==> src/rtl/matrix_pkg.sv <==
package matrix_pkg;

    // command opcodes on the host byte stream.
    localparam logic [7:0] OP_WRITE_PIXEL = 8'h01;
    localparam logic [7:0] OP_READ_PIXEL  = 8'h02;

    // default framebuffer geometry.
    localparam int DEF_ROW_BITS        = 5;
    localparam int DEF_COL_BITS        = 9;
    localparam int DEF_BYTES_PER_PIXEL = 3;

    // input FIFO depth, which is also the number of credits the host starts with.
    localparam int DEF_FIFO_DEPTH = 8;

    // number of whole bytes needed to carry a column address.
    function automatic int col_bytes(input int bits);
        return (bits + 7) / 8;
    endfunction

endpackage

==> src/rtl/cmd_write_pixel.sv <==
`timescale 1ns/100ps

module cmd_write_pixel #(
    parameter int ROW_BITS        = matrix_pkg::DEF_ROW_BITS,
    parameter int COL_BITS        = matrix_pkg::DEF_COL_BITS,
    parameter int BYTES_PER_PIXEL = matrix_pkg::DEF_BYTES_PER_PIXEL,
    localparam int IDX_BITS       = BYTES_PER_PIXEL > 1 ? $clog2(BYTES_PER_PIXEL) : 1,
    localparam int ADDR_BITS      = ROW_BITS + COL_BITS + IDX_BITS
) (
    input  logic                 clk,
    input  logic                 reset,
    input  logic                 enable,
    input  logic [7:0]           payload,
    output logic                 want_byte,
    output logic                 ram_wr,
    output logic [ADDR_BITS-1:0] ram_waddr,
    output logic [7:0]           ram_wdata,
    output logic                 done
);
    import matrix_pkg::*;

    localparam int COL_BYTES = col_bytes(COL_BITS);
    localparam int CNT_BITS  = COL_BYTES > 1 ? $clog2(COL_BYTES) : 1;

    localparam logic [1:0] ST_ROW  = 2'd0;
    localparam logic [1:0] ST_COL  = 2'd1;
    localparam logic [1:0] ST_DATA = 2'd2;
    localparam logic [1:0] ST_DONE = 2'd3;

    logic [1:0]          state;
    logic [ROW_BITS-1:0] row;
    logic [COL_BITS-1:0] col;
    logic [CNT_BITS-1:0] col_cnt;
    logic [IDX_BITS-1:0] idx;

    assign want_byte = (state != ST_DONE);

    always_ff @(posedge clk or posedge reset) begin
        if (reset) begin
            state   <= ST_ROW;
            row     <= '0;
            col     <= '0;
            col_cnt <= '0;
            idx     <= '0;
            ram_wr  <= 1'b0;
            done    <= 1'b0;
        end else begin
            ram_wr <= 1'b0;
            done   <= 1'b0;
            case (state)
                ST_ROW: begin
                    if (enable) begin
                        row     <= payload[ROW_BITS-1:0];
                        col_cnt <= '0;
                        state   <= ST_COL;
                    end
                end
                ST_COL: begin
                    // column arrives least significant byte first.
                    if (enable) begin
                        col <= col | (COL_BITS'(payload) << (col_cnt * 8));
                        if (col_cnt == CNT_BITS'(COL_BYTES - 1)) begin
                            idx   <= IDX_BITS'(BYTES_PER_PIXEL - 1);
                            state <= ST_DATA;
                        end else begin
                            col_cnt <= col_cnt + 1'b1;
                        end
                    end
                end
                ST_DATA: begin
                    if (enable) begin
                        ram_wr <= 1'b1;
                        if (idx == '0) begin
                            done  <= 1'b1;
                            state <= ST_DONE;
                        end else begin
                            idx <= idx - 1'b1;
                        end
                    end
                end
                default: begin
                    row   <= '0;
                    col   <= '0;
                    state <= ST_ROW;
                end
            endcase
        end
    end

    // the first data byte goes to the highest byte index of the pixel.
    always_ff @(posedge clk) begin
        if (enable && state == ST_DATA) begin
            ram_waddr <= {row, col, idx};
            ram_wdata <= payload;
        end
    end

endmodule

==> config.mk <==
export PLATFORM = sky130hd
export DESIGN_NAME = cmd_write_pixel
export DESIGN_NICKNAME = d
export VERILOG_FILES = /design/src/rtl/matrix_pkg.sv /design/src/rtl/cmd_write_pixel.sv
export SDC_FILE = /design/constraint.sdc
export NUM_CORES = 1
export LEC_CHECK = 0
export ABC_CLOCK_PERIOD_IN_PS = 2750
export BUFFER_PORTS_ARGS = -buffer_cell sky130_fd_sc_hd__buf_2
export CAP_MARGIN = 20
export CORE_MARGIN = 2
export CORE_UTILIZATION = 50
export DETAILED_ROUTE_END_ITERATION = 12
export PLACE_DENSITY = 0.85
export SETUP_SLACK_MARGIN = 0.02
export SYNTH_ARGS = -nofsm -noshare
export SYNTH_HDL_FRONTEND = slang
export SYNTH_SLANG_ARGS = --single-unit
==> constraint.sdc <==
create_clock -name clk -period 2.75 [get_ports clk]
set_input_delay 0.275 -clock clk [delete_from_list [all_inputs] [get_ports clk]]
set_output_delay 0.275 -clock clk [all_outputs]
set_load 0.1 [all_outputs]
### Word-level counts from Yosys, hierarchy flattened

Index checks and enable logic that the tools add are counted.

| word-level totals | value |
|---|---|
| bits in registers | 45 |

| operators by class | value |
|---|---|
| $add $sub $neg | 2 |
| equal/unequal tests | 9 |
| shift-type cells | 1 |
| multiplexer cells | 22 |
| bitwise operators | 3 |
| reductions and logical operators | 12 |

Operators by type and width:

| operator | number |
|---|---|
| one-hot mux 9 bit (2 select lines) | 1 |
| 2-to-1 mux 2 bit | 7 |
| inequality test 2 bit, second input constant | 7 |
| one-hot mux 5 bit (2 select lines) | 1 |
| AND reduction 5 bit | 2 |
| 2-to-1 mux 9 bit | 1 |
| OR 9 bit | 1 |
| left shift 8 x 4 -> 9 bit | 1 |
| 2-to-1 mux 1 bit | 8 |
| one-hot mux 2 bit (3 select lines) | 1 |
| 2-to-1 mux 5 bit | 1 |
| zero test 2 bit | 2 |
| one-hot mux 2 bit (2 select lines) | 1 |
| AND reduction 2 bit | 2 |
| nonzero test 2 bit | 2 |
| OR reduction 2 bit | 2 |
| AND reduction 3 bit | 1 |
| == test 2 x 1 -> 1 bit, second input constant | 1 |
| == test 2 bit, second input constant | 1 |
| inverter 1 bit | 2 |
| one-hot mux 1 bit (2 select lines) | 1 |
| subtractor 2 x 1 -> 2 bit, second input constant | 1 |
| adder 1 bit, second input constant | 1 |
| logical AND 1 bit | 1 |

### Logic depth before layout (Yosys ltp)

| depth | value |
|---|---|
| depth in word-level cells | 4 |
| gate-level depth with buffers | 6 |
| gate-level depth less buffers | 5 |

### Worst setup path after synthesis

No wires, ideal clock.

| timing path | value |
|---|---|
| kind | reg2reg |
| from | reg state[0] |
| to | reg ram_waddr[0] (enable) |
| data arrival time | 1.944 ns |
| data required time | 2.344 ns |
| setup slack | 0.400 ns |
| stages on the path, launching flop included | 6 |
| path buffers | 1 |
| clock period less this slack | 2.350 ns |
| cell sequence | dfrtp_1 > inv_1 > ha_1 > buf_2 > inv_1 > nor2_1 |

| between the ends | value |
|---|---|
| cells in the longest elaborated chain, start to end | 2 |

Ends and longest elaborated chain:

| what | RTL line | text |
|---|---|---|
| start, declared | cmd_write_pixel.sv:30 | `logic [1:0] state;` |
| start signal, assigned | cmd_write_pixel.sv:40 | `state <= ST_ROW;` |
| start signal, assigned | cmd_write_pixel.sv:55 | `state <= ST_COL;` |
| start signal, assigned | cmd_write_pixel.sv:64 | `state <= ST_DATA;` |
| == test 2 bit | cmd_write_pixel.sv:92 | `if (enable && state == ST_DATA) begin` |
| logical AND 1 bit | cmd_write_pixel.sv:92 |  |
| end signal, assigned | cmd_write_pixel.sv:93 | `ram_waddr <= {row, col, idx};` |
| end, declared | cmd_write_pixel.sv:16 | `output logic [ADDR_BITS-1:0] ram_waddr,` |

No other way between the ends.
A chain may end at the register's enable or synchronous reset.

### Worst setup path in the final report

| timing path | value |
|---|---|
| from | reg state[0] |
| to | reg ram_waddr[7] (enable) |

Same word-level chain as after synthesis.

==> metrics.csv <==
metric,value,unit
setup_violations,0,
finClkSkew,0.00757,ns
core,3390,um^2
slew_headroom,45.9,%
clockRootBuffer,clkbuf_4,
clk_pin_slew,0.13,ns
setup_ws,0.913,ns
finalCritPeriodShare,66.8,%
antenna_found_initial,0,
synth-compound-area-share,13.5,%
yosysTopAreaCell,edfxtp_1,
drive_above_1_share,35.7,%
hold_violations,0,
clockBufferDepth,2,
status,completed,
areaGrowthSynthToFinish,17.2,%
grtUsageMet2,29.1,%
grt-ovfl-total,0,
die_y,63.7,um
start_util,52.5,%
hp-class,input pin to asynchronous set/reset pin,
grt_max_degree,26,
first_global_vias,1200,
ys_ff_latch,45,
fin_nets,173,
drt.antenna.violating_nets,0,
muxShareOfSynthArea,0.844,%
netlist.area_leader.share,40.5,%
start_kind,flop,
fmaxAchievable,0.544,GHz
synth_area_leaders,"edfxtp_1, dfrtp_1, a41oi_1",
clk_latency,0.36,ns
cts_made_buffers,5,
vias,1143,
synthAdderAreaFrac,4.22,%
synth_cell_types,31,
synthSimpleGateAreaFrac,8.02,%
antennaDiodeCount,0,
arrival,1.88,ns
synth.avg_cell_area,15.5,um^2
fp.dieW,63.7,um
cp-end-kind,flop,
drt_pre_antenna_iters,4,
clock_sinks,45,
dp_hpwl,2400,um
drc,0,
period_needed,1.84,ns
gp_congestion,0.857,
syn_inst,115,
grt_setup_unrepaired,false,
via_per_inst,5.63,
path_max_fanout,25,
pin_count,38,
cts_hold_buf,0,
post_cts_buffers,0,
synth_xor_area_share,0,%
dp_slack,0.949,ns
crit_required,2.80,ns
port-buffer-count,37,
path_class,flop to flop,
wl_per_cell,16.4,um
grtUsageMet3,4.46,%
synth_nets,132,
drv_slew,0,
drt_iter0_markers,32,
die_area,4050,um^2
post_cts_resized,0,
ys_warn_count,0,
routed_wl,3340,um
synth_top_family_by_area,compound AO/OA/AOI/OAI gates,
grt_pass1_wl,5680,um
row_count,21,
htreeDepth,2,
cts_tree,built,
synth-seq-area-share,70.0,%
met1_usage,23.9,%
syn_area,1780,um^2
tns,0,ns
gr-usage-all-layers,18.5,%
tightestPinTransition,0.811,ns
drv_cap,0,
grt.busiest_layer,met2,
[worst paths after layout]
kind,startpoint,end,slack (ns),cells past startpoint
worst max register to register,state[0]$_DFFE_PP0P_,ram_waddr[7]$_DFFE_PP_,0.91,5
max in group asynchronous,reset,col[8]$_DFFE_PP0P_,2.20,2
worst max-delay path,state[0]$_DFFE_PP0P_,ram_waddr[7]$_DFFE_PP_,0.91,5
worst min-delay path,reset,idx[1]$_DFFE_PP0P_,0.04,2
min in group clk,payload[7],ram_wdata[7]$_DFFE_PP_,0.11,1
worst min register to register,idx[1]$_DFFE_PP0P_,ram_waddr[1]$_DFFE_PP_,0.47,0
[cell usage in the layout, fill, tap and decap left out, types with 2 or more instances in the layout]
cell type	n
buf_2	37
edfxtp_1	24
dfrtp_1	21
nor2_1	10
inv_1	9
a41oi_1	9
ha_1	6
clkbuf_4	5
a22o_1	4
a22o_2	3
nand2b_1	2
nor2_2	2
a32o_1	2
o2bb2ai_1	2
[area by class of cell]
class | count | area, um^2
fillers | 255 | 1310
flip-flops and latches | 45 | 1250
multi-input cells | 57 | 475
repair buffers | 38 | 193
well taps | 46 | 57.6
clock inverters | 3 | 41.3
clock buffers | 5 | 37.5
inverters | 9 | 33.8
[critical path: stages (launching register included)]
cell and delay (ns):
dfrtp_1 0.45, inv_1 0.10, ha_1 0.36, inv_1 0.18, nor2_2 0.11, buf_4 0.31
[flip-flops by register name, summed over array words and instances (netlist names)]
| name | flops |
|---|---|
| done | 1 |
| ram_waddr | 16 |
| ram_wdata | 8 |
| row | 5 |
| idx | 2 |
| ram_wr | 1 |
| col_cnt | 1 |
| col | 9 |
| state | 2 |
[synth_stat cells, drive strengths merged]
library cell	instances
ha	6
nand2b	2
inv	9
a22o	7
nand2	1
or2	1
and2	1
a41oi	9
buf	4
and3	1
dfrtp	21
o21ai	1
and4b	1
nor3b	1
a21boi	1
nor2	12
o221ai	1
edfxtp	24
nor3	1
and2b	1
o2bb2ai	2
a31oi	1
nand3	1
a32o	2
a32oi	1
o211ai	1
a21o	1
mux2	1
[metrics by stage]
step           hold slack [ns]  instance area [um^2]  utilization [%]  instances
5_1_grt                 0.0859                  2080             61.5        203
6_report                0.0415                  2080             61.5        203
3_3_place_gp             0.438                  2010             59.2        195
4_1_cts                 0.0652                  2080             61.5        203
3_5_place_dp             0.438                  2010             59.2        195
2_1_floorplan            0.252                  1780                -        115
[logic make-up (layout without fill, tap and decap cells)]
group                      Yosys count  count (layout)
muxes                                1               1
AOI/OAI and AO/OA                   27              27
and+or+nand+nor                     23              23
DFF                                 45              45
buffers and inverters               13              55
adders and majority gates            6               6
[layer usage]
layer / vias up / part of all wire [%]
met3: 10 / 6.3
met2: 54 / 50
met1: 562 / 40
li1: 517 / -
met5: - / 0
met4: 0 / 3.0
Power is not shown: default switching activity piles up to over one toggle a cycle in this logic, so the estimate is an artifact.
