`config.mk`:
```
export PLATFORM = sky130hd
export DESIGN_NAME = cmd_dispatch
export DESIGN_NICKNAME = d
export VERILOG_FILES = /design/src/rtl/matrix_pkg.sv /design/src/rtl/cmd_dispatch.sv
export SDC_FILE = /design/constraint.sdc
export NUM_CORES = 1
export LEC_CHECK = 0
export ABC_CLOCK_PERIOD_IN_PS = 2800
export BUFFER_PORTS_ARGS = -buffer_cell sky130_fd_sc_hd__buf_2
export CAP_MARGIN = 40
export CORE_AREA = 10 10 47 49
export DETAILED_ROUTE_END_ITERATION = 10
export DIE_AREA = 0 0 57 59
export PLACE_DENSITY = 0.52
export SETUP_SLACK_MARGIN = 0.4
export SKIP_CTS_REPAIR_TIMING = 1
export SLEW_MARGIN = 20
export SYNTH_ARGS = -nofsm -noshare
export SYNTH_HDL_FRONTEND = slang
export SYNTH_SLANG_ARGS = --single-unit
```
`constraint.sdc`:
```
create_clock -name clk -period 2.8 [get_ports clk]
set_input_delay 0.28 -clock clk [delete_from_list [all_inputs] [get_ports clk]]
set_output_delay 0.28 -clock clk [all_outputs]
set_load 0.01 [all_outputs]
```
`src/rtl/matrix_pkg.sv`:
```
package matrix_pkg;

    // command opcodes on the host byte stream.
    localparam logic [7:0] OP_WRITE_PIXEL = 8'h01;
    localparam logic [7:0] OP_READ_PIXEL  = 8'h02;

    // default framebuffer geometry.
    localparam int DEF_ROW_BITS        = 5;
    localparam int DEF_COL_BITS        = 9;
    localparam int DEF_BYTES_PER_PIXEL = 3;

    // input FIFO depth, which is also the number of credits the host starts with.
    localparam int DEF_FIFO_DEPTH = 8;

    // number of whole bytes needed to carry a column address.
    function automatic int col_bytes(input int bits);
        return (bits + 7) / 8;
    endfunction

endpackage

```
`src/rtl/cmd_dispatch.sv`:
```
`timescale 1ns/100ps

module cmd_dispatch (
    input  logic       clk,
    input  logic       reset,
    input  logic       fifo_nonempty,
    input  logic [7:0] fifo_data,
    output logic       pop,
    output logic [7:0] payload,
    output logic       payload_valid,
    output logic       wp_enable,
    output logic       rp_enable,
    input  logic       wp_want_byte,
    input  logic       rp_want_byte,
    input  logic       wp_done,
    input  logic       rp_done
);
    import matrix_pkg::*;

    localparam logic [1:0] ST_OPCODE = 2'd0;
    localparam logic [1:0] ST_WRITE  = 2'd1;
    localparam logic [1:0] ST_READ   = 2'd2;

    logic [1:0] state;

    // a handler that has all its bytes drops want_byte, which stops the pops
    // until its done pulse arrives.
    always_comb begin
        case (state)
            ST_OPCODE: pop = fifo_nonempty;
            ST_WRITE:  pop = fifo_nonempty && wp_want_byte;
            ST_READ:   pop = fifo_nonempty && rp_want_byte;
            default:   pop = 1'b0;
        endcase
    end

    assign payload       = fifo_data;
    assign payload_valid = pop && (state != ST_OPCODE);
    assign wp_enable     = payload_valid && (state == ST_WRITE);
    assign rp_enable     = payload_valid && (state == ST_READ);

    always_ff @(posedge clk or posedge reset) begin
        if (reset) begin
            state <= ST_OPCODE;
        end else begin
            case (state)
                ST_OPCODE: begin
                    // any other opcode byte is simply consumed.
                    if (pop) begin
                        if (fifo_data == OP_WRITE_PIXEL) begin
                            state <= ST_WRITE;
                        end else if (fifo_data == OP_READ_PIXEL) begin
                            state <= ST_READ;
                        end
                    end
                end
                ST_WRITE: begin
                    if (wp_done) begin
                        state <= ST_OPCODE;
                    end
                end
                ST_READ: begin
                    if (rp_done) begin
                        state <= ST_OPCODE;
                    end
                end
                default: state <= ST_OPCODE;
            endcase
        end
    end

endmodule

```
Word level (Yosys, flattened, before mapping):

Index checks and enable logic that the tools add are counted.

* flip-flop bits (word level): 2
* latch bits: 0
* RAM bits: 0
* memory bits (read-only): 0
* bits of input ports: 15
* output and inout port bits: 12
* word-level logic and storage cells: 24
* memories: 0

* $add $sub $neg: 0
* $mul: 0
* divide/modulo/power cells: 0
* magnitude comparators: 0
* eq/ne operators: 8
* shift operators: 0
* muxes and demuxes: 7
* bitwise logic cells: 0
* reductions and logical operators: 8

Operators by type and width (count)
* $mux W2: 5
* $eq A8 B1 Y1 const B: 1
* $eq A8 B2 Y1 const B: 1
* $ne A2 B2 Y1 const B: 3
* $pmux W2 S3: 1
* $logic_and A1 B1 Y1: 5
* $reduce_and A4 Y1: 1
* $ne A3 B3 Y1 const B: 1
* $pmux W1 S3: 1
* $eq A2 B1 Y1 const B: 1
* $eq A2 B2 Y1 const B: 1
* $logic_not A2 Y1: 1
* $reduce_bool A2 Y1: 1

Longest topological paths before layout:

Gate-level depths: netlist of the first run.

* depth in word-level cells: 5
* depth in mapped cells: 6
* gate-level depth less buffers: 6

Worst setup path after synthesis of the first run:

Ideal clock, no wire load.

* path kind: reg-to-output
* start point: register state[0]
* end point: output port rp_enable
* data arrival time: 1.512 ns
* required time: 2.520 ns
* setup slack: 1.008 ns
* stages on the path, launching flop included: 7
* cell sequence: dfrtp_1 inv_1 ha_1 mux2_2 nand2_1 nor3_1 and2_1

* longest elaborated chain between the ends: 4

Ends and longest elaborated chain
* from (decl): line cmd_dispatch.sv:24 `logic [1:0] state;`
* from (signal assigned): line cmd_dispatch.sv:44 `state <= ST_OPCODE;`
* from (signal assigned): line cmd_dispatch.sv:51 `state <= ST_WRITE;`
* from (signal assigned): line cmd_dispatch.sv:53 `state <= ST_READ;`
* $eq A2 B2 Y1, or another cell as far along: line cmd_dispatch.sv:29 `case (state)`
* $pmux W1 S3: line cmd_dispatch.sv:29
* $logic_and A1 B1 Y1 (*): line cmd_dispatch.sv:38 `assign payload_valid = pop && (state != ST_OPCODE);`
* named net payload_valid: line cmd_dispatch.sv:10 `output logic payload_valid,`
* $logic_and A1 B1 Y1 (*): line cmd_dispatch.sv:40 `assign rp_enable = payload_valid && (state == ST_READ);`
* to (decl): line cmd_dispatch.sv:12 `output logic rp_enable,`

Mark *: on every way through the listed nets, which the timed path passes. The rest lies on a longest branch.

Worst setup path in the final report of the first run:

* start point: register state[0]
* end point: output port wp_enable

* longest elaborated chain between the ends: 4

Ends and longest elaborated chain
* $eq A2 B2 Y1, or another cell as far along: line cmd_dispatch.sv:29
* $pmux W1 S3: line cmd_dispatch.sv:29
* $logic_and A1 B1 Y1: line cmd_dispatch.sv:38
* $logic_and A1 B1 Y1 (*): line cmd_dispatch.sv:39 `assign wp_enable = payload_valid && (state == ST_WRITE);`
* to (decl): line cmd_dispatch.sv:11 `output logic wp_enable,`

Every way passes the cells marked *; elsewhere a longest branch is shown, timed or not.

==> results of run 1 <==
-- final timing paths --
| check | to | from | cells past startpoint | slack [ns] |
|---|---|---|---|---|
| worst min register to register | state[0] | state[0] | 2 | 0.69 |
| worst min-delay path | state[0] | fifo_data[0] | 3 | 0.44 |
| min in group asynchronous | state[0] | reset | 3 | 0.45 |
| max in group asynchronous | state[1] | reset | 3 | 2.24 |
| worst max-delay path | wp_enable | state[0] | 7 | 0.82 |
| worst max register to register | state[0] | state[0] | 5 | 1.12 |
-- power by group through the flow --
stage               logic, µW  clock network, µW  registers (µW)
floorplan                96.6                  0            41.5
global placement          127                  0            42.1
detailed placement        128                  0            42.5
CTS                       128               69.2            42.2
global route              148               68.7            43.0
finish                    126               63.6            42.0
-- synthesized netlist by cell type (all sizes together) --
master,number
a221o,1
buf,8
inv,6
nand2b,1
nor3,2
dfrtp,2
ha,4
or4,1
and4b,1
a222oi,1
nand2,1
a21oi,5
mux2,1
and2,2
nor4b,1
o31a,1
nor2,1
-- cell type report --
type	count	share of cell area
Clock buffer	3	0.0496
Inverter	6	0.0496
Timing Repair Buffer	27	0.309
Multi-Input combinational cell	23	0.438
Sequential cell	2	0.110
Tap cell	16	0.0441
-- metal layers --
metal	wire [µm]	share of wire	global-route usage
met1	387	0.44	0.0501
met5	0	0	0
met2	385	0.43	0.0868
met4	0	0	0.0503
met3	112	0.13	0.0300
-- kinds of logic after synthesis --
family                   Yosys count
flip-flops                         2
adder cells (fa/ha/maj)            4
AO/OA/AOI/OAI                      8
AND/OR/NAND/NOR                   10
multiplexers                       1
buffers and inverters             14
-- layout by cell type, fill, tap and decap left out, types with 2 or more instances in the layout --
cell type / count
buf_2: 26
inv_1: 6
a21oi_1: 5
clkbuf_4: 3
dfrtp_1: 2
and2_1: 2
ha_1: 4
-- critical path, cell delays in order (launching register included) --
cell	delay (ns)
dfrtp_1	0.40
inv_1	0.08
ha_1	0.24
mux2_2	0.24
nand2_1	0.05
nor3_1	0.19
and2_1	0.15
buf_2	0.12
-- through the flow --
step                      utilization  hold slack (ns)  power (µW)
after floorplan                     -           0.0212         138
after global placement          0.301            0.131         169
after detailed placement        0.301            0.135         171
after CTS                       0.317           -0.110         239
after global routing            0.324            0.452         260
final                           0.324            0.441         232
==> summary.txt, run 1 <==
CTS
  • Htree depth: 1
  • Root Buffer: clkbuf_4
  • Reg clk slew, reported paths: 0.03 ns
  • Total CTS buffers: 3
  • CTS tree: done
  • Total clock sinks: 2
  • Clock Latency Late Sink: around 0.22 ns
  • Clock Tree Buf Depth: 2

STA
  • Worst Skew: around 0.0029 ns
  • Slew margin rel.: 0.730
  • Slew Viols, Final: 0
  • Final Critical Period: 1.98 ns
  • Setup Viol. Count Final: 0
  • Crit share post-route: 0.707
  • Final WS setup: approximately 0.82 ns
  • Worst slew pin tran: between 0.4 and 0.5 ns
  • Final Hold Fails: 0
  • RSZ-0062 raised after global routing: no
  • Achievable Freq: 0.505 GHz
  • Setup tns final: 0 ns

Layout
  • # diodes: 0
  • Max reg flops: 2
  • Finished Layout Cells: 77
  • Area of the multi-input gates: ~200 µm²
  • Biggest regs: state: 2 flops
  • Post-route cell area: 454 µm²
  • Share of cells above drive strength 1: 0.541
  • Fill count: 161
  • Synth-to-layout area growth: 37.0%
  • Storage element area: 50.0 µm²
  • # nets final: just over 80
  • Largest reg by FF count: state

Synth
  • Post-synthesis cell count: 39
  • XOR/XNOR Fraction of Synth Area: 0
  • Largest family of logic cells by synthesized area: simple AND/OR/NAND/NOR gates
  • Complex-gate fraction of the synthesized area: 0.162
  • Synth area leaders: buf_4, dfrtp_1, ha_1
  • Synthesis-stage register bit count: 2
  • Area leader, netlist: buf_4
  • YS warnings: 0
  • Synth Net Count: between 50 and 60
  • Mapped Area: 332 µm²
  • Share of the synthesized area in the top cell type: 0.181
  • Adder-Cell Fraction of Synth Area: 0.151
  • Syn Area/Cell: ~8.5 µm²
  • Mux share of post-synthesis cell area: 0.0340
  • Post-synth cell types: 18
  • Seq/Total Area, Yosys: 0.151
  • Post-Synth Simple-Gate Area: 0.253

Die
  • Die height: ~59 µm
  • Starting Density: 0.237
  • Boundary Pins: 27
  • CORE AREA: 1400 µm²
  • Die area: ~3400 µm²
  • Core Rows: 14
  • Die width: 57 µm

Routing
  • Vias per cell: approximately 4.2
  • DRT antenna net count: 0
  • DRC errors left: 0
  • First DRT Iteration DRCs: 4
  • Routed WL per cell: about 12 µm
  • Via count: around 320
  • Pre-Repair DR Iteration Count: 4
  • Detailed Route WL: 886 µm

Place
  • Dpl hpwl: between 700 and 800 µm
  • Gp weighted congestion: approximately 0.65
  • IO Port Bufs: 26
  • Post-placement cell area: between 400 and 500 µm²
  • Post-place setup slack: slightly above 1 ns
  • Placed insts: 73

Power
  • Sequential Power Share: 0.181
  • Pwr/cell area: 510 nW/µm²
  • P_sw: between 80 and 90 µW
  • Switch share: 0.373
  • Static leakage power: between 0.0002 and 0.0003 µW
  • Logic pwr share: 0.544
  • Peak VDD IR: 208 µV
  • Clock power share: 0.274
  • Cell internal pwr: around 150 µW

Worst hold path
  • Worst Hold Class: primary input to flip-flop

Global route
  • Pin count of the biggest net entering global routing: 6
  • GRT Overall Usage: 0.0550
  • Vias in the first global route: 398
  • Antenna violations before repair: 0
  • Grt ovf: 0
  • First-pass GRT wire length: around 1500 µm

Critical path
  • Largest fanout on the critical path: 5
  • Worst path arrival time: about 1.7 ns
  • CP Class: flip-flop to primary output
  • Required time worst endpoint: about 2.5 ns
  • Crit path launch type: flip-flop
  • CP Capture Type: primary output

Job
  • Max Cap Viol: 0

Status
  • Status: completed
No activity file was read; power rests on OpenSTA's default activity.
==> run 2: changes to the inputs <==
- ABC_CLOCK_PERIOD_IN_PS: 2800 -> 1900
- clock period: 2.8 -> 1.9 ns (I/O delays scaled with it)
==> summary.txt, run 2 (synthesis gave the netlist of run 1 again) <==
Die
  • Die area: between 3000 and 4000 µm²
  • CORE AREA: 1400 µm²
  • Starting Density: 0.237
  • Boundary Pins: 27
  • Die width: between 50 and 60 µm
  • Die height: slightly below 60 µm
  • Core Rows: 14

Layout
  • Core Util, Final: 0.413
  • Commonest non-fill, non-tap cell in the layout: buf_2
  • Biggest regs: state: 2 flops
  • Synth-to-layout area growth: 74.3%
  • # nets final: slightly below 90
  • Most frequent cells in the layout: buf_2, buf_4, inv_1, a21oi_1, clkbuf_4
  • Share of cells above drive strength 1: 0.776
  • # diodes: 0
  • Max reg flops: 2
  • Largest reg by FF count: state

STA
  • Worst Skew: 0.00118 ns
  • Setup Viol. Count Final: 0
  • Slew margin rel.: 0.815
  • Slew Viols, Final: 0
  • Worst slew pin tran: around 0.28 ns
  • Achievable Freq: 0.572 GHz
  • Final Critical Period: 1.75 ns
  • Hold slack: between 0.3 and 0.4 ns
  • Final Hold Fails: 0
  • RSZ-0062 raised after global routing: yes
  • Final WS setup: between 0.15 and 0.2 ns
  • Crit share post-route: 0.919
  • Setup tns final: 0 ns

Critical path
  • CP Capture Type: primary output
  • Required time worst endpoint: 1.71 ns
  • CP Class: flip-flop to primary output
  • Crit path launch type: flip-flop
  • Worst R2R End: state[0]
  • Largest fanout on the critical path: 3
  • R2r setup slk: 0.24 ns
  • Worst path arrival time: 1.56 ns
  • Critical path, cell by cell: inv_4 > ha_4 > mux2_4 > nand2_4 > nor3_4 > and2_4 > buf_2
  • Launching point of the worst reg2reg path: state[0]
  • Slowest stage delay, CP: between 0.4 and 0.5 ns
  • Reg2Reg Depth: 6
  • Slowest CP cell: dfrtp_2

Place
  • Gp weighted congestion: around 0.64
  • Post-place setup slack: about 0.23 ns
  • IO Port Bufs: 26
  • Dpl hpwl: between 800 and 900 µm

CTS
  • Total clock sinks: 2
  • Reg clk slew, reported paths: ~0.03 ns
  • Clock Tree Buf Depth: 2
  • Total CTS buffers: 3
  • Clock Latency Late Sink: 0.22 ns
  • Root Buffer: clkbuf_4
  • CTS tree: done
  • Htree depth: 1

Routing
  • Pre-Repair DR Iteration Count: 4
  • First DRT Iteration DRCs: 7
  • Detailed Route WL: ~1000 µm
  • DRT antenna net count: 0
  • Routed WL per cell: approximately 13 µm
  • Via count: between 300 and 400
  • DRC errors left: 0
  • Vias per cell: 4.37

Power
  • Static leakage power: around 0.00030 µW
  • Total Power: between 400 and 500 µW
  • Peak VDD IR: about 380 µV
  • Pwr/cell area: roughly 840 nW/µm²

Job
  • Max Cap Viol: 0

Global route
  • GRT Overall Usage: 0.0588
  • First-pass GRT wire length: around 1600 µm
  • Pin count of the biggest net entering global routing: 6
  • Vias in the first global route: roughly 400
  • Antenna violations before repair: 0
  • Grt ovf: 0

Status
  • Status: completed

Worst hold path
  • HP Start: fifo_data[0]
  • Worst Hold Class: primary input to flip-flop
  • Hold path endpoint: state[0]
  • Worst hold path stage count: 3
[run 2: cell types whose count changed in the layout (fill, tap and decap cells not counted), sizes merged]
cell | previous run | this run
buf | 26 | 32
[run 2: worst max path at each step]
stage	start	to	slack [ns]	depth (start not counted)
global placement	state[0]	rp_enable	0.27	7
finish	state[0]	wp_enable	0.15	7
CTS	state[0]	wp_enable	0.01	7
floorplan	state[0]	state[1]	0.39	5
global route	state[0]	wp_enable	0.08	7
detailed placement	state[0]	state[1]	0.23	5
[run 2: through the flow]
stage               instance area [µm²]  cells
CTS                                 477     76
global route                        578     83
finish                              578     83
floorplan                           364     39
detailed placement                  454     73
global placement                    454     73
[run 2: layout make-up]
class | instances | area, µm²
Inverter | 6 | 25.0
Multi-Input combinational cell | 23 | 268
Sequential cell | 2 | 51.3
Clock buffer | 3 | 22.5
Tap cell | 16 | 20.0
Fill cell | 158 | 823
Timing Repair Buffer | 33 | 191
[run 2: worst max-delay path, delay by kind of cell (launching register included)]
family                     cells  cell delay (ns)
DFF                            1             0.42
muxes                          1             0.32
and+or+nand+nor                3             0.25
buffers and inverters          2             0.20
adders and majority gates      1             0.14
[run 2: where the power goes]
part	internal [µW]	switching, µW	leakage (µW)
logic	178	143	0.000265
registers	53.9	14.8	0.0000245
clock network	69.8	25.0	0.0000138
[run 2: per-layer routing]
layer | vias up | share of wire | track usage
li1 | 184 | - | -
met1 | 173 | 0.31 | 0.0429
met2 | 6 | 0.65 | 0.127
met3 | 0 | 0.038 | 0.0129
met4 | 0 | 0 | 0.0403
met5 | - | 0 | 0
==> run 3: changes to the inputs <==
- ABC_AREA: unset -> 1
- CELL_PAD_IN_SITES_DETAIL_PLACEMENT: unset -> 0
- CELL_PAD_IN_SITES_GLOBAL_PLACEMENT: unset -> 1
- CORE_AREA: 10 10 47 49 -> unset
- CORE_ASPECT_RATIO: unset -> 1.1
- CORE_MARGIN: unset -> 10
- CORE_UTILIZATION: unset -> 24
- DIE_AREA: 0 0 57 59 -> unset
- PLACE_DENSITY: 0.52 -> 0.72
==> summary.txt, run 3 <==
Power
  • Peak VDD IR: approximately 230 µV
  • Clock power share: 0.190
  • Static leakage power: about 0.00035 µW
  • P_sw: 200 µW
  • Pwr/cell area: 835 nW/µm²
  • Total Power: roughly 480 µW
  • Logic pwr share: 0.655
  • Sequential Power Share: 0.155
  • Cell internal pwr: roughly 280 µW
  • Switch share: 0.417

CTS
  • Htree depth: 1
  • Clock Latency Late Sink: between 0.2 and 0.25 ns
  • Total clock sinks: 2
  • Reg clk slew, reported paths: around 0.030 ns
  • Total CTS buffers: 3
  • Root Buffer: clkbuf_4
  • Clock Tree Buf Depth: 2
  • CTS tree: done

Routing
  • DRC errors left: 0
  • Detailed Route WL: about 970 µm
  • Vias per cell: roughly 4.0
  • First DRT Iteration DRCs: 4
  • Pre-Repair DR Iteration Count: 2
  • DRT antenna net count: 0
  • Routed WL per cell: slightly above 9 µm
  • Via count: around 410

Synth
  • Synthesis-stage register bit count: 2
  • Synth Net Count: 79
  • Share of the synthesized area in the top cell type: 0.158
  • Post-synth cell types: 17
  • YS warnings: 0
  • Area leader, netlist: buf_4
  • Main flop type after synthesis: dfrtp_1
  • Synth area leaders: buf_4, inv_1, dfrtp_1
  • EDFF count, synth: 0
  • Seq/Total Area, Yosys: 0.132
  • Syn Area/Cell: 6.34 µm²
  • Most common cell in the netlist: inv_1
  • Post-synthesis cell count: 60
  • Fraction of registers with async set/reset: 1.00
  • Commonest cells post-synth: inv_1, nand2_1, buf_4
  • Mapped Area: between 300 and 400 µm²

Die
  • CORE AREA: about 1500 µm²
  • Die area: around 3600 µm²
  • Core Rows: 15
  • Die width: 58.0 µm
  • Boundary Pins: 27
  • Starting Density: 0.247
  • Die height: 61.8 µm

Layout
  • Largest reg by FF count: state
  • # nets final: around 110
  • Biggest regs: state: 2 flops
  • Share of cells above drive strength 1: 0.598
  • Most frequent cells in the layout: buf_2, nand2_1, inv_1
  • # diodes: 0
  • Core Util, Final: 0.373
  • Max reg flops: 2
  • Commonest non-fill, non-tap cell in the layout: buf_2
  • Synth-to-layout area growth: 51.0%

Critical path
  • Worst path arrival time: between 1.5 and 2 ns
  • CP Capture Type: primary output
  • Worst R2R End: state[1]
  • Largest fanout on the critical path: 4
  • Launching point of the worst reg2reg path: state[0]
  • Critical Path Stages: 7
  • CP Class: flip-flop to primary output
  • Crit path launch type: flip-flop
  • R2r setup slk: about 0.58 ns
  • Required time worst endpoint: ~1.7 ns
  • Reg2Reg Depth: 8
  • Slowest CP cell: dfrtp_1
  • Slowest stage delay, CP: 0.38 ns
  • Critical path, cell by cell: inv_2 > ha_4 > o211ai_1 > a21oi_2 > nand2_2 > nor2_1 > buf_2
  • Worst path top cell family by delay: flip-flops
  • CP bufs+invs: 2

Place
  • IO Port Bufs: 26
  • Gp weighted congestion: approximately 0.66
  • Dpl hpwl: slightly above 800 µm

Job
  • Max Cap Viol: 0

STA
  • Slew Viols, Final: 0
  • Hold slack: between 0.3 and 0.4 ns
  • Setup tns final: 0 ns
  • Setup Viol. Count Final: 0
  • Crit share post-route: 0.905
  • RSZ-0062 raised after global routing: yes
  • Achievable Freq: 0.581 GHz
  • Worst slew pin tran: slightly above 0.2 ns
  • Slew margin rel.: 0.862
  • Final Critical Period: 1.72 ns
  • Final Hold Fails: 0
  • Worst Skew: 0.000559 ns

Global route
  • First-pass GRT wire length: 1550 µm
  • GRT Overall Usage: 0.0542
  • Vias in the first global route: 406
  • Grt ovf: 0
  • Pin count of the biggest net entering global routing: 5
  • Antenna violations before repair: 0

Worst hold path
  • Worst Hold Class: primary input to asynchronous set/reset pin

Status
  • Status: completed
## run 3: cell types whose count changed after synthesis, moves of 2 or more
cell     before  now
nand2_1       1   12
a21oi_2       0    2
nor2_1        1    3
nand2_2       0    3
inv_2         0    3
and2_1        2    0
a21oi_1       5    1
nor2_2        0    2
inv_1         6   14
## run 3: final cells by class
type / instances / area, µm²
sequential: 2 / 51.3
clock buffer: 3 / 22.5
timing repair buffer: 32 / 184
tap: 17 / 21.3
inverter: 17 / 63.8
multi-input combinational: 33 / 231
fill: 177 / 965
## run 3: kinds of logic after synthesis
group | Yosys count | synth area share
buffers and inverters | 25 | 0.326
and+or+nand+nor | 24 | 0.316
AOI/OAI and AO/OA | 5 | 0.0954
adders and majority gates | 4 | 0.132
DFF | 2 | 0.132
## run 3: power groups by stage
stage | Clock (µW) | Sequential, µW | Combinational, µW
6_report | 91.2 | 74.3 | 314
5_1_grt | 103 | 76.8 | 362
4_1_cts | 97.1 | 66.7 | 250
3_5_place_dp | 0 | 67.0 | 248
3_3_place_gp | 0 | 65.7 | 243
2_1_floorplan | 0 | 64.5 | 188
## run 3: layer usage
metal  global-route usage  vias to the layer above  wire (µm)
li1                     -                      223          -
met2               0.0890                       17        480
met4               0.0403                        0          0
met3               0.0285                        0         98
met5                    0                        -          0
met1               0.0514                      174        389
## run 3: how the worst max path moves through the flow
stage	startpoint	to	slack [ns]
2_1_floorplan	state[0]	rp_enable	0.45
3_3_place_gp	state[0]	rp_enable	0.40
3_5_place_dp	state[0]	rp_enable	0.40
4_1_cts	state[0]	rp_enable	0.16
5_1_grt	state[0]	wp_enable	0.08
6_report	state[0]	wp_enable	0.18
## run 3: worst register-to-register path: stages (launching register included)
cell and delay [ns]:
dfrtp_1 0.40, buf_4 0.14, ha_1 0.18, inv_1 0.08
o22ai_1 0.09, nor2_2 0.15, nand2_2 0.07, nand2_1 0.05
nand2_1 0.04
## run 3: stage by stage
| step | setup slack, ns | instance area, µm² | std cells |
|---|---|---|---|
| after global routing | 0.0755 | 574 | 104 |
| after floorplan | 0.453 | 380 | 60 |
| after CTS | 0.159 | 494 | 98 |
| after detailed placement | 0.403 | 472 | 95 |
| after global placement | 0.400 | 472 | 95 |
| final | 0.180 | 574 | 104 |
