File: config.mk
export PLATFORM = sky130hd
export DESIGN_NAME = cmd_read_pixel
export DESIGN_NICKNAME = d
export VERILOG_FILES = /design/src/rtl/matrix_pkg.sv /design/src/rtl/cmd_read_pixel.sv
export SDC_FILE = /design/constraint.sdc
export NUM_CORES = 1
export LEC_CHECK = 0
export BUFFER_PORTS_ARGS = -buffer_cell sky130_fd_sc_hd__clkbuf_2
export CAP_MARGIN = 20
export CORE_ASPECT_RATIO = 2
export CORE_MARGIN = 4
export CORE_UTILIZATION = 50
export CTS_CLUSTER_SIZE = 12
export DETAILED_ROUTE_END_ITERATION = 12
export GPL_ROUTABILITY_DRIVEN = 0
export PLACE_DENSITY = 0.78
export RECOVER_POWER = 50
export REMOVE_ABC_BUFFERS = 1
export SLEW_MARGIN = 5
export SYNTH_ARGS = -nofsm -noshare
export SYNTH_HDL_FRONTEND = slang
export SYNTH_SLANG_ARGS = --single-unit
File: constraint.sdc
create_clock -name clk -period 2.9 [get_ports clk]
set_clock_uncertainty 0.05 [all_clocks]
set_input_delay 0.29 -clock clk [delete_from_list [all_inputs] [get_ports clk]]
set_output_delay 0.29 -clock clk [all_outputs]
set_load 0.03 [all_outputs]
File: src/rtl/matrix_pkg.sv
package matrix_pkg;

    // command opcodes on the host byte stream.
    localparam logic [7:0] OP_WRITE_PIXEL = 8'h01;
    localparam logic [7:0] OP_READ_PIXEL  = 8'h02;

    // default framebuffer geometry.
    localparam int DEF_ROW_BITS        = 5;
    localparam int DEF_COL_BITS        = 9;
    localparam int DEF_BYTES_PER_PIXEL = 3;

    // input FIFO depth, which is also the number of credits the host starts with.
    localparam int DEF_FIFO_DEPTH = 8;

    // number of whole bytes needed to carry a column address.
    function automatic int col_bytes(input int bits);
        return (bits + 7) / 8;
    endfunction

endpackage

File: src/rtl/cmd_read_pixel.sv
`timescale 1ns/100ps

module cmd_read_pixel #(
    parameter int ROW_BITS        = matrix_pkg::DEF_ROW_BITS,
    parameter int COL_BITS        = matrix_pkg::DEF_COL_BITS,
    parameter int BYTES_PER_PIXEL = matrix_pkg::DEF_BYTES_PER_PIXEL,
    localparam int IDX_BITS       = BYTES_PER_PIXEL > 1 ? $clog2(BYTES_PER_PIXEL) : 1,
    localparam int ADDR_BITS      = ROW_BITS + COL_BITS + IDX_BITS
) (
    input  logic                 clk,
    input  logic                 reset,
    input  logic                 enable,
    input  logic [7:0]           payload,
    output logic                 want_byte,
    output logic [ADDR_BITS-1:0] ram_raddr,
    input  logic [7:0]           ram_rdata,
    input  logic                 reply_credit,
    output logic                 reply_valid,
    output logic [7:0]           reply_data,
    output logic                 done
);
    import matrix_pkg::*;

    localparam int COL_BYTES   = col_bytes(COL_BITS);
    localparam int CNT_BITS    = COL_BYTES > 1 ? $clog2(COL_BYTES) : 1;
    localparam int CREDIT_BITS = 8;

    localparam logic [2:0] ST_ROW  = 3'd0;
    localparam logic [2:0] ST_COL  = 3'd1;
    localparam logic [2:0] ST_READ = 3'd2;
    localparam logic [2:0] ST_LAST = 3'd3;
    localparam logic [2:0] ST_DONE = 3'd4;

    logic [2:0]             state;
    logic [ROW_BITS-1:0]    row;
    logic [COL_BITS-1:0]    col;
    logic [CNT_BITS-1:0]    col_cnt;
    logic [IDX_BITS-1:0]    idx;
    logic [CREDIT_BITS-1:0] credit_count;
    logic                   rd_issue;

    // a read is issued only against a held credit, and its byte leaves one
    // cycle later when the RAM output is valid.
    assign rd_issue   = (state == ST_READ) && (credit_count != '0);
    assign want_byte  = (state == ST_ROW) || (state == ST_COL);
    assign ram_raddr  = {row, col, idx};
    assign reply_data = ram_rdata;

    always_ff @(posedge clk or posedge reset) begin
        if (reset) begin
            credit_count <= '0;
            reply_valid  <= 1'b0;
        end else begin
            credit_count <= credit_count + CREDIT_BITS'(reply_credit)
                            - CREDIT_BITS'(rd_issue);
            reply_valid  <= rd_issue;
        end
    end

    always_ff @(posedge clk or posedge reset) begin
        if (reset) begin
            state   <= ST_ROW;
            row     <= '0;
            col     <= '0;
            col_cnt <= '0;
            idx     <= '0;
            done    <= 1'b0;
        end else begin
            done <= 1'b0;
            case (state)
                ST_ROW: begin
                    if (enable) begin
                        row     <= payload[ROW_BITS-1:0];
                        col_cnt <= '0;
                        state   <= ST_COL;
                    end
                end
                ST_COL: begin
                    if (enable) begin
                        col <= col | (COL_BITS'(payload) << (col_cnt * 8));
                        if (col_cnt == CNT_BITS'(COL_BYTES - 1)) begin
                            idx   <= IDX_BITS'(BYTES_PER_PIXEL - 1);
                            state <= ST_READ;
                        end else begin
                            col_cnt <= col_cnt + 1'b1;
                        end
                    end
                end
                ST_READ: begin
                    if (rd_issue) begin
                        if (idx == '0) begin
                            state <= ST_LAST;
                        end else begin
                            idx <= idx - 1'b1;
                        end
                    end
                end
                ST_LAST: begin
                    // the last reply byte is on the port in this cycle.
                    done  <= 1'b1;
                    state <= ST_DONE;
                end
                default: begin
                    row   <= '0;
                    col   <= '0;
                    state <= ST_ROW;
                end
            endcase
        end
    end

endmodule

# Yosys cells after proc, flatten, opt, wreduce, memory -nomap -nowiden
# Index checks and enable logic that the tools add are counted.
# word_totals
word_cells,59
mem_count,0
ramBits,0
in_bits,20
out_inout_bits,27
ff_bits,30
romBits,0
latch_bits,0
# classes
bitwise,3
n_div,0
n_addsub,4
n_eq_ne,9
muxes,20
mul,0
reduce_logical,14
n_shift,1
order_cmp,0
# ops
op,count
case mux 9 bit (2 select lines),1
2-to-1 mux 3 bit,5
case mux 3 bit (4 select lines),1
"!= test 2 bit, second input constant",5
case mux 5 bit (2 select lines),1
AND reduction 5 bit,2
2-to-1 mux 9 bit,1
OR 9 bit,1
left shift 8 x 4 -> 9 bit,1
adder 8 x 1 -> 8 bit,1
2-to-1 mux 2 bit,4
nonzero test 8 bit,1
subtractor 8 x 1 -> 8 bit,1
"equality test 3 x 2 -> 1 bit, second input constant",2
OR reduction 3 bit,2
2-to-1 mux 5 bit,1
2-to-1 mux 1 bit,4
case mux 2 bit (2 select lines),1
AND reduction 2 bit,2
nonzero test 2 bit,2
"equality test 3 x 1 -> 1 bit, second input constant",1
zero test 3 bit,1
AND reduction 3 bit,1
zero test 2 bit,1
other kinds (7),8

# Logic depth before layout (Yosys ltp)
# Gate-level depths: netlist of the first run.
# logic_depth
ltp_word,4
depth_mapped,14
mapped_depth_nobuf,14

# Least setup slack after synthesis of the first run
# OpenSTA, ideal clock, no wires.
# synth_path
path_type,reg-to-reg
from,register credit_count[4]
to,register credit_count[6]
path_buffers,0
stages_incl_launch_ff,14
path_slack_ns,0.341
setup_ns,0.104
t_required_ns,2.746
arrival_ns,2.405
period_less_slack_ns,2.559
path_cell_list,dfrtp_1 -> inv_1 -> ha_1 -> nand4_1 -> and4bb_2 -> ha_1 -> inv_1 -> ha_1 -> inv_1 -> fa_1 -> nand2b_1 -> a21oi_1 -> o21ai_0 -> o311ai_1
# synth_via
elab_chain_len,3
word_cells_on_any_way,4
cone_classes,add/sub (2); reduce/logical (2)
# synth_lines
item,line,rtl
"start, declared",cmd_read_pixel.sv:39,logic [CREDIT_BITS-1:0] credit_count;
"start signal, assigned",cmd_read_pixel.sv:54,credit_count <= credit_count + CREDIT_BITS'(reply_credit)
nonzero test 8 bit,cmd_read_pixel.sv:44,assign rd_issue = (state == ST_READ) && (credit_count != '0);
logical AND 1 bit,cmd_read_pixel.sv:44,
named net rd_issue,cmd_read_pixel.sv:40,logic rd_issue;
subtractor 8 x 1 -> 8 bit,cmd_read_pixel.sv:55,- CREDIT_BITS'(rd_issue);
# The timed path passes the listed nets, and every way through them passes these cells.
# A chain may end at the register's enable or synchronous reset.

# Worst setup path after layout of the first run
# layout_path
from,register credit_count[3]
to,register credit_count[6]
# The elaborated chain is that of the path after synthesis.

==> results.json, run 1 <==
{
  "r2r-start": "credit_count[3]$_DFF_PP0_",
  "fp.dieH_um": 87.7,
  "clock_sinks": 30,
  "hpwl_um": 2310,
  "path_clk_slew_ps": 60,
  "path_delay_family": "adder cells",
  "r2r_slack_ps": 140,
  "grt_overflow": 0,
  "path_class": "flop to flop",
  "crit_buf_inv": 3,
  "drt_iter0_drc": 10,
  "placedCellCount": 206,
  "routed_wirelength_um": 3160,
  "ctsLongestPathBuffers": 2,
  "reg2regPathDepth": 13,
  "relSlewSlack_pct": 17.4,
  "finalNonFillerCells": 217,
  "finalHoldViolations": 0,
  "clockRootBuffer": "clkbuf_8",
  "required_ps": 3020,
  "grt_pass1_vias": 1207,
  "synthCells": 155,
  "start_util_pct": 52.7,
  "maxCapViolCount": 0,
  "fin_crit_sh_pct": 95.1,
  "io_buffers": 30,
  "whs_ps": 190,
  "synth_area_leaders": "dfrtp_1 (47%), ha_1 (9.5%), nor2_1 (5.4%)",
  "finalCriticalPeriod_ps": 2760,
  "worst_pin_slew_ps": 1240,
  "slew_violations": 0,
  "worst-endpoint-arrival_ps": 2880,
  "critical_path.endpoint": "credit_count[6]$_DFF_PP0_",
  "synth_area_per_cell_sq_um": 10.2,
  "total_power_uw": 2590,
  "fmaxAchievable_mhz": 363,
  "ys_ff_latch": 30,
  "drive_above_1_share_pct": 26.2,
  "fin_nets": 220,
  "cp-end-kind": "flop",
  "p_leak_uw": 0.000933,
  "dr.pass1.iters": 4,
  "yosys.area.top_type": "dfrtp_1",
  "setup_violations": 0,
  "viasPerCell": 5.43,
  "internal_power_uw": 1390,
  "synth.top_cell.area_share_pct": 47.3,
  "outcome": "completed",
  "hold_class": "input pin to flop",
  "antenna_found_initial": 0,
  "p_clk_share_pct": 12.0,
  "grt_max_degree": 31,
  "yosys_warnings": 0,
  "fillers": 245,
  "clk_latency_ps": 280,
  "drc": 0,
  "crit_path_max_fanout": 3,
  "peakVddDrop_uv": 789,
  "critPathMaxStageDelay_ps": 400,
  "placementRows": 28,
  "cts_tree": "built",
  "netlist_area_sq_um": 1590,
  "layout-area-overhead-vs-synth_pct": 15.1,
  "synth_cell_types": 31,
  "p_sw_share_pct": 46.1,
  "crit_chain": "inv_1, ha_1, nand4_1, and4bb_2, ha_1, inv_1, ha_1, inv_1, fa_2, nand2b_1, a21oi_2, o21ai_2, o311ai_2",
  "ys_seq_area_share_pct": 47.3,
  "pin_count": 47,
  "p_seq_share_pct": 29.5,
  "routedWlPerCell_um": 14.6,
  "p_comb_share_pct": 58.5,
  "grt_pass1_wl_um": 5150,
  "fp.coreArea_sq_um": 3010,
  "vias": 1179,
  "ant_nets": 0,
  "cts_buffers": 5,
  "slowest_stage": "dfrtp_1",
  "path_depth": 13,
  "worstReg2RegEnd": "credit_count[6]$_DFF_PP0_",
  "h-tree-depth": 2,
  "crit_path_start": "credit_count[3]$_DFF_PP0_",
  "die_area_sq_um": 4190,
  "power_per_cell_area_nw_per_um2": 1420,
  "die_x_um": 47.8,
  "switching_power_uw": 1190,
  "start_kind": "flop",
  "antenna_cells": 0,
  "grt_usage_pct": 17.1,
  "totalNegativeSetupSlack_ps": 0
}
==> state kept, by name (all words and copies together) (netlist names) <==
register / flops
col: 9
col_cnt: 1
credit_count: 8
done: 1
idx: 2
reply_valid: 1
row: 5
state: 3
==> repair_timing <==
action / in CTS / in global routing
setup endpoints to repair: 0 / 1
endpoints found under the hold margin: 0 / 7
setup buffers: 0 / 2
resized for setup: 0 / 5
hold buffers: 0 / 1
==> cell type report <==
class                   instances  area, sq um  share of cell area [%]
clock buffers                   5         68.8                    3.77
clock inverters                 2         10.0                   0.548
inverters                      18         67.6                    3.70
multi-input cells              95          698                    38.2
flip-flops and latches         30          751                    41.1
well taps                      30         37.5                    2.05
repair buffers                 37          194                    10.6
==> cell usage after synthesis <==
cell type and n:
nand2_2 1, dfrtp_1 30, nand3_1 1, buf_6 1
nor3b_1 1, and4bb_2 1, buf_2 1, nand4_1 1
a31oi_1 2, nor2_1 23, o311ai_1 1, nand2_1 2
o21ai_0 4, a2111oi_0 1, a211oi_1 1, and3b_2 1
mux2i_1 7, inv_1 18, a21oi_1 12, clkbuf_1 1
nor2b_1 4, nand2b_1 4, o31ai_1 1, nor2_4 3
fa_1 1, nor3_1 3, nand2b_4 1, ha_1 12
buf_4 9, xnor2_1 5, and3b_1 2
==> how the worst min path moves through the flow <==
stage / from / endpoint / slack (ps) / depth (start not counted)
floorplan: reset / col[0]$_DFFE_PP0P_ / 330 / 1
global placement: col[3]$_DFFE_PP0P_ / col[3]$_DFFE_PP0P_ / 430 / 2
detailed placement: col[3]$_DFFE_PP0P_ / col[3]$_DFFE_PP0P_ / 430 / 2
CTS: reply_credit / credit_count[0]$_DFF_PP0_ / 180 / 2
global route: reply_credit / credit_count[0]$_DFF_PP0_ / 210 / 2
finish: reply_credit / credit_count[0]$_DFF_PP0_ / 190 / 2
==> metrics by stage <==
stage | worst slack, ps | utilization (%) | instance area [sq um]
floorplan | 281 | - | 1500
global placement | 214 | 56.7 | 1710
detailed placement | 77.0 | 56.7 | 1710
CTS | 64.7 | 59.3 | 1790
global route | -9.71 | 60.6 | 1830
finish | 142 | 60.6 | 1830
==> per-layer routing <==
| metal | track usage (%) | wire (um) | vias up |
|---|---|---|---|
| li1 | - | - | 560 |
| met3 | 6.17 | 254 | 11 |
| met2 | 29.1 | 1760 | 49 |
| met1 | 17.0 | 1040 | 559 |
| met5 | 0 | 0 | - |
| met4 | 8.82 | 96 | 0 |
==> power groups by stage <==
stage / Clock (uW) / Sequential, uW / Combinational, uW
after floorplan: 0 / 1020 / 828
after global placement: 0 / 758 / 1390
after detailed placement: 0 / 772 / 1450
after CTS: 320 / 768 / 1460
after global routing: 336 / 789 / 1710
final: 310 / 764 / 1510
==> kinds of logic after synthesis <==
family	synth area share [%]
simple gates	17.1
flops	47.3
mux	4.42
buf+inv	9.78
xor+xnor	2.76
compound gates	7.89
fa+ha+maj	10.7
==> cell usage in the layout (no fill, tap or decap), types with 2 or more instances in the layout <==
cell type  Yosys  routed
a21oi_1       12      11
a31oi_1        2       2
and3b_1        2       2
buf_4          9       4
clkbuf_1       1       5
clkbuf_2       0      27
clkbuf_8       0       5
clkinv_2       0       2
dfrtp_1       30      30
ha_1          12      12
inv_1         18      18
mux2i_1        7       7
nand2_1        2       2
nand2b_1       4       4
nor2_1        23      23
nor2_4         3       3
nor2b_1        4       4
nor3_1         3       3
o21ai_0        4       3
xnor2_1        5       5
No activity file was read; power rests on OpenSTA's default activity.
==> inputs of run 2 (changes only) <==
Settings changed: ABC_AREA set to 1, PLACE_DENSITY 0.78 to 0.77.
==> run 2 against run 1 <==
Net effect:
- the run now ends with max-capacitance violations, max-slew violations left
- core utilization shrank 2.9 points
- maximum frequency grew 11%
- power grew 0.51%
- clock power grew 14%
- via count grew 21%
- cell count grew 22%
- die area grew 7.6%
- sequential share of layout area shrank 2.2 points
- combinational power is essentially flat
==> results.json, run 2 <==
{
  "outcome": "finished with violations",
  "failed_checks": "max-capacitance violations, max-slew violations",
  "ys.flop_type": "dfrtp_1",
  "die_x_um": 49.5,
  "netlist_area_sq_um": 1730,
  "fin_util_pct": 57.7,
  "internal_power_uw": 1320,
  "fmaxAchievable_mhz": 404,
  "worst-endpoint-arrival_ps": 2630,
  "p_clk_share_pct": 13.6,
  "drt_iter0_drc": 35,
  "largest-register": "col",
  "switching_power_uw": 1280,
  "worst_pin_slew_ps": 1570,
  "hold_class": "input pin to flop",
  "slowest_stage": "dfrtp_1",
  "h-tree-depth": 2,
  "path_clk_slew_ps": 70,
  "ctsResizeCount": 0,
  "routed_wirelength_um": 3590,
  "cts_setup_buffers": 0,
  "relSlewSlack_pct": -4.54,
  "r2r_slack_ps": 420,
  "ys_seq_area_share_pct": 43.5,
  "synth_edf_count": 0,
  "io_buffers": 30,
  "ctsHoldBuffers": 0,
  "setup_ws_ps": 424,
  "fp.dieH_um": 91.1,
  "start_util_pct": 51.6,
  "viasPerCell": 5.37,
  "setup_violations": 0,
  "synth_area_per_cell_sq_um": 8.46,
  "final_cell_mix": "nand2_1 (46), inv_1 (31), dfrtp_1 (30), clkbuf_2 (27), nor2_1 (15)",
  "ant_nets": 0,
  "hpwl_um": 2800,
  "synthTopCellsByCount": "nand2_1 (46), inv_1 (31), dfrtp_1 (30), nor2_1 (15), o21ai_0 (14)",
  "grt_overflow": 0,
  "routedWlPerCell_um": 13.5,
  "synthCells": 204,
  "layout-area-overhead-vs-synth_pct": 11.7,
  "path_class": "flop to flop",
  "drc": 0,
  "grt_pass1_wl_um": 6380,
  "crit_path_max_fanout": 8,
  "finalHoldViolations": 0,
  "ys_ff_latch": 30,
  "vias": 1423,
  "die_area_sq_um": 4510,
  "dr.pass1.iters": 4,
  "antenna_found_initial": 0,
  "async_flop_share_pct": 100,
  "p_comb_share_pct": 57.4,
  "power_per_cell_area_nw_per_um2": 1350,
  "yosys_warnings": 0,
  "whs_ps": 210,
  "peakVddDrop_uv": 752,
  "start_kind": "flop",
  "p_leak_uw": 0.00106,
  "grt_max_degree": 31,
  "antenna_cells": 0,
  "crit_buf_inv": 3,
  "synth_area_leaders": "dfrtp_1 (44%), nand2_1 (10%), ha_1 (8.7%)",
  "p_sw_share_pct": 49.4,
  "placementRows": 30,
  "critPathMaxStageDelay_ps": 550,
  "fin_nets": 265,
  "synth_cell_types": 26,
  "cp-end-kind": "flop",
  "ctsLongestPathBuffers": 2,
  "top_regs": "col x9, credit_count x8, row x5",
  "cts_buffers": 5,
  "layout_commonest_cell": "nand2_1",
  "pin_count": 47,
  "maxCapViolCount": 1,
  "cts_tree": "built",
  "path_delay_family": "adder cells",
  "totalNegativeSetupSlack_ps": 0,
  "clk_latency_ps": 280,
  "pre_cts_slack_ps": 421,
  "grt_usage_pct": 18.4,
  "grt_pass1_vias": 1423,
  "required_ps": 3050,
  "clock_sinks": 30,
  "drive_above_1_share_pct": 19.7,
  "fp.coreArea_sq_um": 3340,
  "fin_crit_sh_pct": 85.4,
  "clockRootBuffer": "clkbuf_8",
  "rsz0062_at_grt": "false",
  "largest_reg_flops": 9,
  "yosysMostFrequentCell": "nand2_1",
  "crit_chain": "nor2_4, nand2_1, nor2_1, ha_1, inv_1, ha_1, inv_1, fa_1, inv_1, nand3_1, nand2_1, xor2_1",
  "synth.top_cell.area_share_pct": 43.5,
  "finalCriticalPeriod_ps": 2480,
  "p_seq_share_pct": 29.0,
  "crit_top_cell": "inv_1",
  "slew_violations": 31,
  "yosys.area.top_type": "dfrtp_1"
}
[run 2: cell types whose count changed after synthesis, sizes merged, moves of 7 or more]
cell / delta
nand3: +13
nor2: -8
inv: +16
nand2: +44
a21oi: -9
mux2i: -7
o21ai: +11
[run 2: cells by family (layout without fill, tap and decap cells)]
group	count (synthesis)	in the layout	share of synthesized area, %
AOI/OAI and AO/OA	27	27	10.0
xor gates and xnor gates	3	3	1.52
adders and majority gates	13	13	9.86
buffers and inverters	44	73	12.2
DFF	30	30	43.5
and+or+nand+nor	87	87	22.9
[run 2: area by class of cell]
cell class	count	area (sq um)
repair buffers	31	150
inverters	34	128
fillers	314	1410
clock buffers	6	82.6
flip-flops and latches	30	751
multi-input cells	130	764
clock inverters	2	12.5
well taps	32	40.0
[run 2: metal layers]
layer	vias to the layer above	global-route usage, %	part of all wire (%)
li1	697	-	-
met1	666	18.4	34
met2	52	32.7	57
met3	8	5.58	6.5
met4	0	10.2	2.7
met5	-	0	0
[run 2: stage by stage]
| step | instances | power [uW] | area [sq um] |
|---|---|---|---|
| 2_1_floorplan | 194 | 1880 | 1640 |
| 3_3_place_gp | 257 | 2230 | 1840 |
| 3_5_place_dp | 257 | 2270 | 1840 |
| 4_1_cts | 265 | 2630 | 1940 |
| 5_1_grt | 265 | 2880 | 1930 |
| 6_report | 265 | 2600 | 1930 |
[run 2: power by group through the flow]
stage	sequential, uW	combinational [uW]	clock [uW]
after floorplan	919	965	0
after global placement	759	1470	0
after detailed placement	762	1510	0
after CTS	755	1510	362
after global routing	781	1720	382
final	753	1490	354
[run 2: worst paths after layout]
kind | start | to | depth (start not counted)
max | state[2]$_DFFE_PP0P_ | credit_count[4]$_DFF_PP0_ | 12
min | payload[1] | row[1]$_DFFE_PP0P_ | 3
max reg2reg | state[2]$_DFFE_PP0P_ | credit_count[4]$_DFF_PP0_ | 12
min reg2reg | row[0]$_DFFE_PP0P_ | row[0]$_DFFE_PP0P_ | 2
max in group asynchronous | reset | done$_DFF_PP0_ | 3
min in group asynchronous | reset | col[5]$_DFFE_PP0P_ | 3
[run 2: worst reg2reg max path, stage by stage (launching register included)]
cell and delay, ps:
dfrtp_1 550, nor2_4 230, nand2_1 130, nor2_1 160, ha_1 240, inv_1 60, ha_1 150, inv_1 50
fa_1 390, inv_1 90, nand3_1 70, nand2_1 90, xor2_1 150
==> inputs of run 3 (changes only) <==
--- a/config.mk
+++ b/config.mk
@@ -13,3 +13,3 @@
 export CORE_UTILIZATION = 50
-export CTS_CLUSTER_SIZE = 12
+export CTS_CLUSTER_SIZE = 24
 export DETAILED_ROUTE_END_ITERATION = 12
==> constraint.sdc (replaced) <==
create_clock -name clk -period 2.9 [get_ports clk]
set_clock_uncertainty 0.05 [all_clocks]
set_input_delay 0.435 -clock clk [delete_from_list [all_inputs] [get_ports clk]]
set_output_delay 0.435 -clock clk [all_outputs]
set_load 0.03 [all_outputs]
==> run 3 against run 2 <==
Net effect:
- the run still ends with max-capacitance violations, max-slew violations left
- die area unchanged
- worst setup slack about the same
- power is essentially flat
- global-route usage did not move
- sequential power barely moved
- cell area is essentially flat
- critical path type unchanged
- largest cell class unchanged
- highest routed layer unchanged
==> results.json, run 3 (synthesized netlist as in run 2, its figures left out) <==
{
  "outcome": "finished with violations",
  "failed_checks": "max-capacitance violations, max-slew violations",
  "dpl_cell_area_sq_um": 1840,
  "fmaxAchievable_mhz": 404,
  "cp-end-kind": "flop",
  "holdPathEnd": "row[1]$_DFFE_PP0P_",
  "slowest_stage": "dfrtp_1",
  "crit_chain": "nor2_4, nand2_1, nor2_1, ha_1, inv_1, ha_1, inv_1, fa_1, inv_1, nand3_1, nand2_1, xor2_1",
  "pin_count": 47,
  "slew_violations": 31,
  "p_clk_share_pct": 13.6,
  "rsz0062_at_grt": "false",
  "vias": 1425,
  "hold_depth": 3,
  "die_x_um": 49.5,
  "internal_power_uw": 1320,
  "placedCellCount": 257,
  "grt_pass1_wl_um": 6380,
  "start_util_pct": 51.6,
  "peakVddDrop_uv": 752,
  "final_area_sq_um": 1930,
  "ctsResizeCount": 0,
  "finalNonFillerCells": 265,
  "finalHoldViolations": 0,
  "ctsHoldBuffers": 0,
  "worst-endpoint-arrival_ps": 2630,
  "total_power_uw": 2600,
  "hp-start": "payload[1]",
  "maxCapViolCount": 1,
  "drt_iter0_drc": 35,
  "switching_power_uw": 1280,
  "worst_pin_slew_ps": 1560,
  "h-tree-depth": 2,
  "path_class": "flop to flop",
  "fp.coreArea_sq_um": 3340,
  "cts_buffers": 5,
  "pre_cts_slack_ps": 421,
  "p_seq_share_pct": 29.0,
  "grt_overflow": 0,
  "power_per_cell_area_nw_per_um2": 1350,
  "start_kind": "flop",
  "totalNegativeSetupSlack_ps": 0,
  "cts_tree": "built",
  "grt_pass1_vias": 1423,
  "dr.pass1.iters": 4,
  "hold_class": "input pin to flop",
  "largest_reg_flops": 9,
  "layout-area-overhead-vs-synth_pct": 11.8,
  "top_regs": "col x9, credit_count x8, row x5",
  "reg2regPathDepth": 12,
  "drc": 0,
  "setup_violations": 0,
  "io_buffers": 30,
  "setup_ws_ps": 424,
  "fin_crit_sh_pct": 85.4,
  "crit_top_cell": "inv_1",
  "antenna_cells": 0,
  "die_area_sq_um": 4510,
  "ctsLongestPathBuffers": 2,
  "ant_nets": 0,
  "crit_path_max_fanout": 8,
  "final_cell_mix": "nand2_1 (46), inv_1 (31), dfrtp_1 (30), clkbuf_2 (28), nor2_1 (15)",
  "fillers": 315,
  "clockRootBuffer": "clkbuf_8",
  "finalCriticalPeriod_ps": 2480,
  "routedWlPerCell_um": 13.5,
  "critPathMaxStageDelay_ps": 550,
  "fp.dieH_um": 91.1,
  "viasPerCell": 5.38,
  "clock_sinks": 30,
  "hpwl_um": 2800,
  "grt_usage_pct": 18.4,
  "layout_commonest_cell": "nand2_1",
  "worstReg2RegEnd": "credit_count[4]$_DFF_PP0_",
  "cts_setup_buffers": 0,
  "p_comb_share_pct": 57.4,
  "path_depth": 12,
  "required_ps": 3050,
  "path_clk_slew_ps": 70,
  "drive_above_1_share_pct": 20.2,
  "r2r-start": "state[2]$_DFFE_PP0P_",
  "placementRows": 30,
  "relSlewSlack_pct": -4.22,
  "routed_wirelength_um": 3590,
  "largest-register": "col",
  "path_delay_family": "adder cells",
  "p_leak_uw": 0.00107,
  "crit_buf_inv": 3,
  "fin_nets": 265,
  "clk_latency_ps": 280,
  "grt_max_degree": 31,
  "r2r_slack_ps": 420,
  "p_sw_share_pct": 49.3,
  "antenna_found_initial": 0
}
## run 3: area by class of cell
class | instances | area, sq um | area share (%)
Multi-Input combinational cell | 130 | 764 | 39.6
Tap cell | 32 | 40.0 | 2.08
Timing Repair Buffer | 31 | 151 | 7.85
Clock inverter | 2 | 12.5 | 0.649
Sequential cell | 30 | 751 | 38.9
Inverter | 34 | 128 | 6.61
Clock buffer | 6 | 82.6 | 4.28
## run 3: worst max-delay path by stage
| stage | start | end | slack, ps |
|---|---|---|---|
| after floorplan | state[2]$_DFFE_PP0P_ | credit_count[6]$_DFF_PP0_ | 610 |
| after global placement | state[2]$_DFFE_PP0P_ | credit_count[6]$_DFF_PP0_ | 510 |
| after detailed placement | state[2]$_DFFE_PP0P_ | credit_count[4]$_DFF_PP0_ | 420 |
| after CTS | state[2]$_DFFE_PP0P_ | credit_count[4]$_DFF_PP0_ | 420 |
| after global routing | state[2]$_DFFE_PP0P_ | credit_count[4]$_DFF_PP0_ | 140 |
| final | state[2]$_DFFE_PP0P_ | credit_count[4]$_DFF_PP0_ | 420 |
## run 3: worst register-to-register path: stages, from the launching register on
cell and delay (ps):
dfrtp_1 550, nor2_4 230, nand2_1 130, nor2_1 160
ha_1 240, inv_1 60, ha_1 150, inv_1 50
fa_1 390, inv_1 90, nand3_1 70, nand2_1 90
xor2_1 150
## run 3: power groups by stage
| stage | registers (uW) | logic [uW] | clock network [uW] |
|---|---|---|---|
| 6_report | 754 | 1490 | 354 |
| 5_1_grt | 781 | 1720 | 382 |
| 2_1_floorplan | 919 | 965 | 0 |
| 3_3_place_gp | 759 | 1470 | 0 |
| 3_5_place_dp | 762 | 1510 | 0 |
| 4_1_cts | 755 | 1510 | 362 |
## run 3: through the flow
stage	hold WS, ps	util (%)
floorplan	476	-
global placement	408	55.1
detailed placement	407	55.1
CTS	153	57.9
global route	374	57.8
finish	355	57.8
## run 3: routing by layer
layer	wire (um)	GRT usage (%)
met5	0	0
met4	97	10.2
met3	235	5.58
met2	2050	32.7
met1	1200	18.4
